**config.mk**
```make
export PLATFORM = sky130hd
export DESIGN_NAME = i2c_bridge_top
export DESIGN_NICKNAME = d
export VERILOG_FILES = /design/src/hdl/bridge_pkg.sv /design/src/hdl/i2c_line_bridge.sv /design/src/hdl/i2c_bus_bridge.sv /design/src/hdl/i2c_bus_monitor.sv /design/src/hdl/wb_arbiter.sv /design/src/hdl/event_ram.sv /design/src/hdl/i2c_bridge_top.sv
export SDC_FILE = /design/constraint.sdc
export NUM_CORES = 1
export LEC_CHECK = 0
export ABC_AREA = 1
export BUFFER_PORTS_ARGS = -buffer_cell sky130_fd_sc_hd__buf_4
export CAP_MARGIN = 25
export CELL_PAD_IN_SITES_DETAIL_PLACEMENT = 1
export CELL_PAD_IN_SITES_GLOBAL_PLACEMENT = 1
export CORE_MARGIN = 1
export CORE_UTILIZATION = 50
export CTS_CLUSTER_DIAMETER = 200
export CTS_CLUSTER_SIZE = 20
export DETAILED_ROUTE_END_ITERATION = 12
export PLACE_DENSITY = 0.86
export SYNTH_ARGS = -nofsm -noshare
export SYNTH_HDL_FRONTEND = slang
export SYNTH_HIERARCHICAL = 1
export SYNTH_SLANG_ARGS = --single-unit
export TNS_END_PERCENT = 1
```
**constraint.sdc**
```tcl
create_clock -name clk -period 3.8 [get_ports clk]
set_input_delay 0.57 -clock clk [delete_from_list [all_inputs] [get_ports clk]]
set_output_delay 0.57 -clock clk [all_outputs]
set_load 0.01 [all_outputs]
```
**src/hdl/bridge_pkg.sv**
```systemverilog
package bridge_pkg;

    // slow clock enable for the line bridges
    localparam int tick_div      = 9;               // clk cycles per enable pulse
    localparam int tick_cnt_bits = $clog2(tick_div);

    // line bridge FSM, remembers who pulled first
    typedef enum logic [1:0]
    {
        ls_idle,
        ls_a_holds,     // side a low, b mirrored
        ls_b_holds,     // side b low, a mirrored
        ls_release      // one enabled cycle for the mirrored side to float up
    } line_state_t;

    // record kinds in the event log
    typedef enum logic [1:0]
    {
        ev_start,
        ev_stop,
        ev_byte
    } event_kind_t;

    // record = {kind[15:14], ack[13], overflow[12], seq[11:8], data[7:0]}
    localparam int rec_width     = 16;
    localparam int rec_seq_bits  = 4;
    localparam int rec_data_bits = 8;

    // event memory and its bus
    localparam int ram_depth     = 64;
    localparam int ram_addr_bits = 6;
    localparam int wb_data_bits  = 16;

endpackage

```
**src/hdl/i2c_line_bridge.sv**
```systemverilog
`timescale 1ns/100ps

module i2c_line_bridge
(
    input  logic clk,
    input  logic arst_n,
    input  logic clk_en,    // shared slow enable
    input  logic a_in,      // pad level, side a
    input  logic b_in,      // pad level, side b
    output logic a_rel,     // 1 = released, 0 = pull low
    output logic b_rel
);
    import bridge_pkg::*;

    line_state_t state;

    // only the side that went low first is watched while holding,
    // the mirrored side would otherwise see its own low and stick
    always_ff @(posedge clk or negedge arst_n)
    begin
        if (!arst_n)
        begin
            state <= ls_idle;
        end
        else if (clk_en)
        begin
            case (state)
                ls_idle:
                begin
                    if (!a_in)
                        state <= ls_a_holds;    // a wins a tie
                    else if (!b_in)
                        state <= ls_b_holds;
                end
                ls_a_holds:
                begin
                    if (a_in)
                        state <= ls_release;
                end
                ls_b_holds:
                begin
                    if (b_in)
                        state <= ls_release;
                end
                default:
                begin
                    state <= ls_idle;           // after one enabled cycle
                end
            endcase
        end
    end

    // drive the side opposite to the holder
    assign a_rel = (state != ls_b_holds);
    assign b_rel = (state != ls_a_holds);

endmodule

```
**src/hdl/i2c_bus_bridge.sv**
```systemverilog
`timescale 1ns/100ps

module i2c_bus_bridge
(
    input  logic clk,
    input  logic arst_n,
    input  logic sda_a_in,
    input  logic scl_a_in,
    input  logic sda_b_in,
    input  logic scl_b_in,
    output logic sda_a_rel,
    output logic scl_a_rel,
    output logic sda_b_rel,
    output logic scl_b_rel
);
    import bridge_pkg::*;

    logic [tick_cnt_bits-1:0] tick_cnt;
    logic                     clk_en;

    // free running divider, one pulse every tick_div clocks
    always_ff @(posedge clk or negedge arst_n)
    begin
        if (!arst_n)
            tick_cnt <= '0;
        else if (clk_en)
            tick_cnt <= '0;
        else
            tick_cnt <= tick_cnt + 1'b1;
    end

    assign clk_en = (tick_cnt == tick_cnt_bits'(tick_div - 1));

    // sda and scl switch on the same enabled cycles
    i2c_line_bridge sda_bridge_i
    (
        .clk    (clk),
        .arst_n (arst_n),
        .clk_en (clk_en),
        .a_in   (sda_a_in),
        .b_in   (sda_b_in),
        .a_rel  (sda_a_rel),
        .b_rel  (sda_b_rel)
    );

    i2c_line_bridge scl_bridge_i
    (
        .clk    (clk),
        .arst_n (arst_n),
        .clk_en (clk_en),
        .a_in   (scl_a_in),
        .b_in   (scl_b_in),
        .a_rel  (scl_a_rel),
        .b_rel  (scl_b_rel)
    );

endmodule

```
**src/hdl/i2c_bus_monitor.sv**
```systemverilog
`timescale 1ns/100ps

module i2c_bus_monitor
(
    input  logic                               clk,
    input  logic                               arst_n,
    input  logic                               sda_in,     // resolved side a level
    input  logic                               scl_in,
    output logic                               wb_cyc,
    output logic                               wb_stb,
    output logic                               wb_we,
    output logic [bridge_pkg::ram_addr_bits-1:0] wb_adr,
    output logic [bridge_pkg::wb_data_bits-1:0]  wb_dat_w,
    input  logic                               wb_ack
);
    import bridge_pkg::*;

    logic [1:0]               sda_sync;     // [1] is the synchronized level
    logic [1:0]               scl_sync;
    logic                     sda_d;
    logic                     scl_d;
    logic                     start_det;
    logic                     stop_det;
    logic                     scl_rise;
    logic                     in_frame;
    logic [3:0]               bit_cnt;      // 0..7 data, 8 = ack slot
    logic [rec_data_bits-1:0] shreg;
    logic                     byte_done;
    logic                     ev_valid;
    event_kind_t              ev_kind;
    logic                     ev_ack;
    logic [rec_data_bits-1:0] ev_data;
    logic                     pend;         // one record waiting for the bus
    logic                     ovf;          // an event was dropped
    logic [rec_seq_bits-1:0]  seq;
    logic [ram_addr_bits-1:0] wr_ptr;
    logic [rec_width-1:0]     rec;

    always_ff @(posedge clk or negedge arst_n)
    begin
        if (!arst_n)
        begin
            sda_sync <= 2'b11;  // idle bus is high
            scl_sync <= 2'b11;
            sda_d    <= 1'b1;
            scl_d    <= 1'b1;
        end
        else
        begin
            sda_sync <= {sda_sync[0], sda_in};
            scl_sync <= {scl_sync[0], scl_in};
            sda_d    <= sda_sync[1];
            scl_d    <= scl_sync[1];
        end
    end

    // sda may only move while scl is low, except for start and stop
    assign start_det = scl_sync[1] & scl_d & sda_d & ~sda_sync[1];
    assign stop_det  = scl_sync[1] & scl_d & ~sda_d & sda_sync[1];
    assign scl_rise  = scl_sync[1] & ~scl_d;
    assign byte_done = scl_rise & in_frame & (bit_cnt == 4'd8);

    // 8 data bits then the ack bit, msb first
    always_ff @(posedge clk or negedge arst_n)
    begin
        if (!arst_n)
        begin
            in_frame <= 1'b0;
            bit_cnt  <= '0;
        end
        else if (start_det)
        begin
            in_frame <= 1'b1;   // repeated start restarts the count too
            bit_cnt  <= '0;
        end
        else if (stop_det)
        begin
            in_frame <= 1'b0;
        end
        else if (byte_done)
        begin
            bit_cnt <= '0;
        end
        else if (scl_rise && in_frame)
        begin
            bit_cnt <= bit_cnt + 1'b1;
        end
    end

    always_ff @(posedge clk)
    begin
        if (scl_rise && in_frame && bit_cnt < 4'd8)
            shreg <= {shreg[rec_data_bits-2:0], sda_sync[1]};
    end

    always_comb
    begin
        ev_valid = 1'b1;
        ev_kind  = ev_byte;
        ev_ack   = 1'b0;
        ev_data  = '0;
        if (start_det)
            ev_kind = ev_start;
        else if (stop_det)
            ev_kind = ev_stop;
        else if (byte_done)
        begin
            ev_ack  = sda_sync[1];  // low = acked, as on the wire
            ev_data = shreg;
        end
        else
            ev_valid = 1'b0;
    end

    // one pending record, later events are dropped and flagged
    always_ff @(posedge clk or negedge arst_n)
    begin
        if (!arst_n)
        begin
            pend   <= 1'b0;
            ovf    <= 1'b0;
            seq    <= '0;
            wr_ptr <= '0;
        end
        else
        begin
            if (pend && wb_ack)
            begin
                pend   <= 1'b0;             // cyc drops next cycle
                wr_ptr <= wr_ptr + 1'b1;    // wraps at ram_depth
            end
            if (ev_valid && !pend)
            begin
                pend <= 1'b1;
                ovf  <= 1'b0;               // reported in this record
                seq  <= seq + 1'b1;
            end
            else if (ev_valid)
            begin
                ovf <= 1'b1;
            end
        end
    end

    always_ff @(posedge clk)
    begin
        if (ev_valid && !pend)
            rec <= {ev_kind, ev_ack, ovf, seq, ev_data};
    end

    assign wb_cyc   = pend;
    assign wb_stb   = pend;
    assign wb_we    = 1'b1;     // monitor only writes
    assign wb_adr   = wr_ptr;
    assign wb_dat_w = rec;

endmodule

```
**src/hdl/wb_arbiter.sv**
```systemverilog
`timescale 1ns/100ps

module wb_arbiter
(
    input  logic                                 clk,
    input  logic                                 arst_n,
    input  logic                                 m0_cyc,
    input  logic                                 m0_stb,
    input  logic                                 m0_we,
    input  logic [bridge_pkg::ram_addr_bits-1:0] m0_adr,
    input  logic [bridge_pkg::wb_data_bits-1:0]  m0_dat_w,
    output logic [bridge_pkg::wb_data_bits-1:0]  m0_dat_r,
    output logic                                 m0_ack,
    input  logic                                 m1_cyc,
    input  logic                                 m1_stb,
    input  logic                                 m1_we,
    input  logic [bridge_pkg::ram_addr_bits-1:0] m1_adr,
    input  logic [bridge_pkg::wb_data_bits-1:0]  m1_dat_w,
    output logic [bridge_pkg::wb_data_bits-1:0]  m1_dat_r,
    output logic                                 m1_ack,
    output logic                                 s_cyc,
    output logic                                 s_stb,
    output logic                                 s_we,
    output logic [bridge_pkg::ram_addr_bits-1:0] s_adr,
    output logic [bridge_pkg::wb_data_bits-1:0]  s_dat_w,
    input  logic [bridge_pkg::wb_data_bits-1:0]  s_dat_r,
    input  logic                                 s_ack
);
    typedef enum logic [1:0]
    {
        gnt_none,
        gnt_m0,
        gnt_m1
    } grant_t;

    grant_t gnt;
    logic   sel_m1;

    // idle grant decided combinationally so the first cycle is not lost
    assign sel_m1 = (gnt == gnt_m1) || (gnt == gnt_none && !m0_cyc && m1_cyc);

    always_ff @(posedge clk or negedge arst_n)
    begin
        if (!arst_n)
            gnt <= gnt_none;
        else
        begin
            case (gnt)
                gnt_none:
                begin
                    if (m0_cyc)
                        gnt <= gnt_m0;  // monitor wins ties
                    else if (m1_cyc)
                        gnt <= gnt_m1;
                end
                gnt_m0:  if (!m0_cyc) gnt <= gnt_none;
                gnt_m1:  if (!m1_cyc) gnt <= gnt_none;
                default: gnt <= gnt_none;
            endcase
        end
    end

    assign s_cyc   = sel_m1 ? m1_cyc   : m0_cyc;
    assign s_stb   = sel_m1 ? m1_stb   : m0_stb;
    assign s_we    = sel_m1 ? m1_we    : m0_we;
    assign s_adr   = sel_m1 ? m1_adr   : m0_adr;
    assign s_dat_w = sel_m1 ? m1_dat_w : m0_dat_w;

    // read data is shared, ack goes to the owner only
    assign m0_dat_r = s_dat_r;
    assign m1_dat_r = s_dat_r;
    assign m0_ack   = s_ack & ~sel_m1;
    assign m1_ack   = s_ack & sel_m1;

endmodule

```
**src/hdl/event_ram.sv**
```systemverilog
`timescale 1ns/100ps

module event_ram
(
    input  logic                                 clk,
    input  logic                                 arst_n,
    input  logic                                 cyc,
    input  logic                                 stb,
    input  logic                                 we,
    input  logic [bridge_pkg::ram_addr_bits-1:0] adr,
    input  logic [bridge_pkg::wb_data_bits-1:0]  dat_w,
    output logic [bridge_pkg::wb_data_bits-1:0]  dat_r,
    output logic                                 ack
);
    import bridge_pkg::*;

    logic [wb_data_bits-1:0] mem [ram_depth];
    logic                    access;

    // new access only when ack is low, so a held stb is not taken twice
    assign access = cyc & stb & ~ack;

    always_ff @(posedge clk or negedge arst_n)
    begin
        if (!arst_n)
            ack <= 1'b0;
        else
            ack <= access;  // single cycle pulse
    end

    always_ff @(posedge clk)
    begin
        if (access)
        begin
            if (we)
                mem[adr] <= dat_w;
            dat_r <= mem[adr];  // old word on a write
        end
    end

endmodule

```
**src/hdl/i2c_bridge_top.sv**
```systemverilog
`timescale 1ns/100ps

module i2c_bridge_top
(
    input  logic                                 clk,
    input  logic                                 arst_n,
    input  logic                                 sda_a_in,
    input  logic                                 scl_a_in,
    input  logic                                 sda_b_in,
    input  logic                                 scl_b_in,
    output logic                                 sda_a_rel,
    output logic                                 scl_a_rel,
    output logic                                 sda_b_rel,
    output logic                                 scl_b_rel,
    input  logic                                 host_cyc,
    input  logic                                 host_stb,
    input  logic                                 host_we,
    input  logic [bridge_pkg::ram_addr_bits-1:0] host_adr,
    input  logic [bridge_pkg::wb_data_bits-1:0]  host_dat_w,
    output logic [bridge_pkg::wb_data_bits-1:0]  host_dat_r,
    output logic                                 host_ack
);
    import bridge_pkg::*;

    // side a as the wire sees it, own pad plus what is mirrored from b
    wire sda_mon = sda_a_in & sda_a_rel;
    wire scl_mon = scl_a_in & scl_a_rel;

    logic                     m0_cyc, m0_stb, m0_we, m0_ack;
    logic [ram_addr_bits-1:0] m0_adr;
    logic [wb_data_bits-1:0]  m0_dat_w;
    logic                     s_cyc, s_stb, s_we, s_ack;
    logic [ram_addr_bits-1:0] s_adr;
    logic [wb_data_bits-1:0]  s_dat_w, s_dat_r;

    i2c_bus_bridge i2c_bus_bridge_i
    (
        .clk(clk), .arst_n(arst_n),
        .sda_a_in(sda_a_in), .scl_a_in(scl_a_in),
        .sda_b_in(sda_b_in), .scl_b_in(scl_b_in),
        .sda_a_rel(sda_a_rel), .scl_a_rel(scl_a_rel),
        .sda_b_rel(sda_b_rel), .scl_b_rel(scl_b_rel)
    );

    i2c_bus_monitor i2c_bus_monitor_i
    (
        .clk(clk), .arst_n(arst_n),
        .sda_in(sda_mon), .scl_in(scl_mon),
        .wb_cyc(m0_cyc), .wb_stb(m0_stb), .wb_we(m0_we),
        .wb_adr(m0_adr), .wb_dat_w(m0_dat_w), .wb_ack(m0_ack)
    );

    // m0 = monitor, m1 = host
    wb_arbiter wb_arbiter_i
    (
        .clk(clk), .arst_n(arst_n),
        .m0_cyc(m0_cyc), .m0_stb(m0_stb), .m0_we(m0_we), .m0_adr(m0_adr),
        .m0_dat_w(m0_dat_w), .m0_dat_r(), .m0_ack(m0_ack),
        .m1_cyc(host_cyc), .m1_stb(host_stb), .m1_we(host_we), .m1_adr(host_adr),
        .m1_dat_w(host_dat_w), .m1_dat_r(host_dat_r), .m1_ack(host_ack),
        .s_cyc(s_cyc), .s_stb(s_stb), .s_we(s_we), .s_adr(s_adr),
        .s_dat_w(s_dat_w), .s_dat_r(s_dat_r), .s_ack(s_ack)
    );

    event_ram event_ram_i
    (
        .clk(clk), .arst_n(arst_n),
        .cyc(s_cyc), .stb(s_stb), .we(s_we), .adr(s_adr),
        .dat_w(s_dat_w), .dat_r(s_dat_r), .ack(s_ack)
    );

endmodule

```
==> out/results.md <==
| Stage | Item | This run |
|---|---|---|
| clock network | Root buffer selected by CTS | clkbuf_16 |
| detailed routing | Via total after detailed routing | 33600 |
| detailed routing | Routed length per placed instance | 24.4 µm |
| clock network | # H-tree levels | 2 |
| power | Relative contribution of the clock network to total power | 15.7% |
| clock network | CTS resizes | 0 |
| final layout | Share of final-layout standard cells stronger than drive strength 1 | 7.64% |
| power | Worst-case vdd ir drop | 0.000849 V |
| sta | Worst setup skew after layout | 0.0297 ns |
| detailed routing | Wirelength, routed | 144 mm |
| sta | Max transition margin | 29.5% |
| floorplanning | Core ar. | 93200 µm² |
| floorplanning | Floorplan row count | 112 |
| placed design | Count of input and output buffers | 51 |
| sta | RSZ-0062 raised after global routing | no |
| clock network | Hold-fix buffers at CTS | 1 |
| clock network | Worst-skew pair later-pin latency | 0.69 ns |
| status | Run status | complete, no violations |
| worst hold path | End point of the worst hold path | i2c_bus_monitor_i/scl_sync[0]$_DFF_PN1_ |
| synthesis | Cell area after synthesis | 47000 µm² |
| final layout | P&R area growth vs syn | 8.24% |
| synthesis | Synthesized net count | 4638 |
| floorplanning | Die area | 95200 µm² |
| worst setup path | Critical path class | reg2reg |
| worst hold path | Hold Crit Start | scl_a_in |
| flow run | Max-Cap Viols | 0 |
| final layout | # fillers | 10100 |
| sta | Share of the clock period used by the worst path after layout | 98.6% |
| global route | Number of antenna violations at the first check in global routing | 5 |
| power | Sequential share of power | 36.9% |
| power | Cell internal pwr | 0.0232 W |
| final layout | Final antenna diode count | 0 |
| final layout | Share of the core filled with cells | 54.5% |
| detailed routing | Count of nets left with antenna violations after detail routing | 0 |
| detailed routing | Routed vias/inst | 5.70 |
| global route | Total overflow reported by the global router | 0 |
| placed design | RD Place Congestion | 0.860 |
| global route | Pin count of the biggest net entering global routing | 115 |
| power | Total power divided by cell area | 838 nW/µm² |
| global route | Overall fraction of global-route tracks in use | 30.6% |
| clock network | Number of buffers added by the clock tree synthesis step | 60 |
| worst hold path | Hold path depth | 3 |
| placed design | Final HPWL from detailed placement | 91.2 mm |
| worst setup path | Reg2reg path depth | 10 |
| floorplanning | Vertical extent of the die | 308 µm |
| power | Switching Fraction | 45.6% |
| synthesis | Count of warnings emitted by yosys | 6 |
| sta | Final setup fails | 0 |
| clock network | Clock transition at the register clock pins on the worst setup and hold paths after CTS | 0.08 ns |
| sta | Actual slew at the worst max-slew pin | 1.05 ns |
| clock network | Clock tree from TritonCTS | yes |
| worst setup path | Type of element launching the critical path | register |
| clock network | Clock net sink count | 1098 |
| power | Leakage power | 21.4 nW |
| power | NetSw | 0.0194 W |
| synthesis | Number of instances in the synthesized netlist | 4593 |
| clock network | Largest buffer count on any clock path | 3 |
| sta | Final sum of negative setup slack | 0 ns |
| worst setup path | Source of the worst register-to-register timing path | wb_arbiter_i/gnt[0]$_DFFE_PN0P_ |
| worst setup path | Crit path DAT | 4.12 ns |
| final layout | Net count reported at finish | 4679 |
| sta | Max Clk Rate | 0.267 GHz |
| sta | Min Tclk post-route | 3.75 ns |
| sta | Max-slew violation count | 0 |
| worst setup path | Required time of the critical path | 4.17 ns |
| detailed routing | Initial DRC count | 3406 |
| sta | Final hold viol count | 0 |
| final layout | Commonest non-fill, non-tap cell in the layout | nand2_1 |
| clock network | Post-CTS Setup Inserts | 0 |
| final layout | Top library cells by usage in the layout, fill and taps aside | 2896 x nand2_1, 1064 x edfxtp_1, 181 x buf_4, 128 x nor2_1, 61 x clkbuf_16 |
| synthesis | Synthesized area divided by synthesized cell count | 10.2 µm² |
| worst setup path | Reg2Reg Capture Point | event_ram_i/mem[10][10]$_DFFE_PP_ |
| global route | Global-route wire length before repair | 216 mm |
| detailed routing | Post-detailed-route DRC marker count | 0 |
| floorplanning | Top Ports | 52 |
| power | Proportion of power drawn by combinational gates | 47.4% |
| worst hold path | Class of the tightest hold or removal check | in2reg |
| floorplanning | Initial core utilization | 50.4% |
| detailed routing | TritonRoute pass-1 iters | 5 |
| worst setup path | Kind of end point of the critical path | register |
| worst setup path | Max FO, Critical Path | 44 |
| global route | Vias in the first global route | 35400 |
| floorplanning | Overall die width | 308 µm |
| worst setup path | Setup slack on the worst flop-to-flop path | 0.05 ns |
[area by class of cell]
| type | instances | area, µm² | area share, % |
|---|---|---|---|
| multi-input cells | 3192 | 12600 | 24.9 |
| clock buffers | 73 | 1570 | 3.09 |
| inverters | 73 | 297 | 0.583 |
| flip-flops and latches | 1098 | 32800 | 64.5 |
| repair buffers | 209 | 1920 | 3.77 |
| well taps | 1254 | 1570 | 3.09 |
| clock inverters | 3 | 21.3 | 0.0418 |
[layer usage]
metal	vias to the layer above	wire length, µm	GRT usage, %
li1	14800	-	-
met1	16900	54200	38.6
met2	1524	70900	52.2
met3	391	12000	4.83
met4	8	6640	13.1
met5	-	50	0
[state kept, by name, indices dropped and copies added, names as in the netlist]
name,cells
event_ram_i/ack,1
event_ram_i/dat_r,16
event_ram_i/mem,1024
i2c_bus_bridge_i/scl_bridge_i/state,2
i2c_bus_bridge_i/sda_bridge_i/state,2
i2c_bus_bridge_i/tick_cnt,4
i2c_bus_monitor_i/bit_cnt,4
i2c_bus_monitor_i/in_frame,1
i2c_bus_monitor_i/ovf,1
i2c_bus_monitor_i/scl_d,1
i2c_bus_monitor_i/scl_sync,2
i2c_bus_monitor_i/sda_d,1
i2c_bus_monitor_i/sda_sync,2
i2c_bus_monitor_i/seq,4
i2c_bus_monitor_i/shreg,8
i2c_bus_monitor_i/wb_adr,6
i2c_bus_monitor_i/wb_cyc,1
i2c_bus_monitor_i/wb_dat_w,16
wb_arbiter_i/gnt,2
[power groups by stage]
stage               logic [W]  registers (W)  clock network (W)
floorplan              0.0121         0.0159                  0
global placement       0.0185         0.0160                  0
detailed placement     0.0197         0.0160                  0
CTS                    0.0200         0.0157            0.00675
global route           0.0218         0.0157            0.00707
finish                 0.0202         0.0157            0.00669
[worst max path at each step]
stage / to / from / cells after the start / slack, ns
3_5_place_dp: event_ram_i/mem[10][1]$_DFFE_PP_ / host_cyc / 9 / 0.18
6_report: event_ram_i/mem[10][10]$_DFFE_PP_ / wb_arbiter_i/gnt[0]$_DFFE_PN0P_ / 10 / 0.05
5_1_grt: event_ram_i/mem[5][4]$_DFFE_PP_ / wb_arbiter_i/gnt[0]$_DFFE_PN0P_ / 12 / 0.03
3_3_place_gp: event_ram_i/mem[26][8]$_DFFE_PP_ / host_cyc / 10 / 0.33
2_1_floorplan: event_ram_i/mem[6][0]$_DFFE_PP_ / host_cyc / 9 / 0.74
4_1_cts: event_ram_i/mem[10][10]$_DFFE_PP_ / wb_arbiter_i/gnt[0]$_DFFE_PN0P_ / 10 / 0.19
[per-stage QoR]
step                      area (µm²)  hold WS (ns)  std cells  setup slack, ns  power [W]
after floorplan                47000         0.274       4593            0.739     0.0280
after global placement         49100         0.347       5821            0.331     0.0344
after detailed placement       49200         0.348       5824            0.183     0.0357
after CTS                      50800        0.0734       5901            0.186     0.0424
after global routing           50800        0.0863       5902           0.0279     0.0446
final                          50800         0.106       5902           0.0517     0.0426
[worst max-delay path, cell delays in order (launching register included)]
cell and delay (ns):
dfrtp_1 0.38, inv_2 0.11, nand2_4 0.20, nand2_4 0.18
nand2_1 0.10, nand2_4 0.21, inv_8 0.19, nor2_1 0.48
nand3_1 0.78, nor2_1 0.45, buf_4 0.34
(Power assumes the default switching activity.)
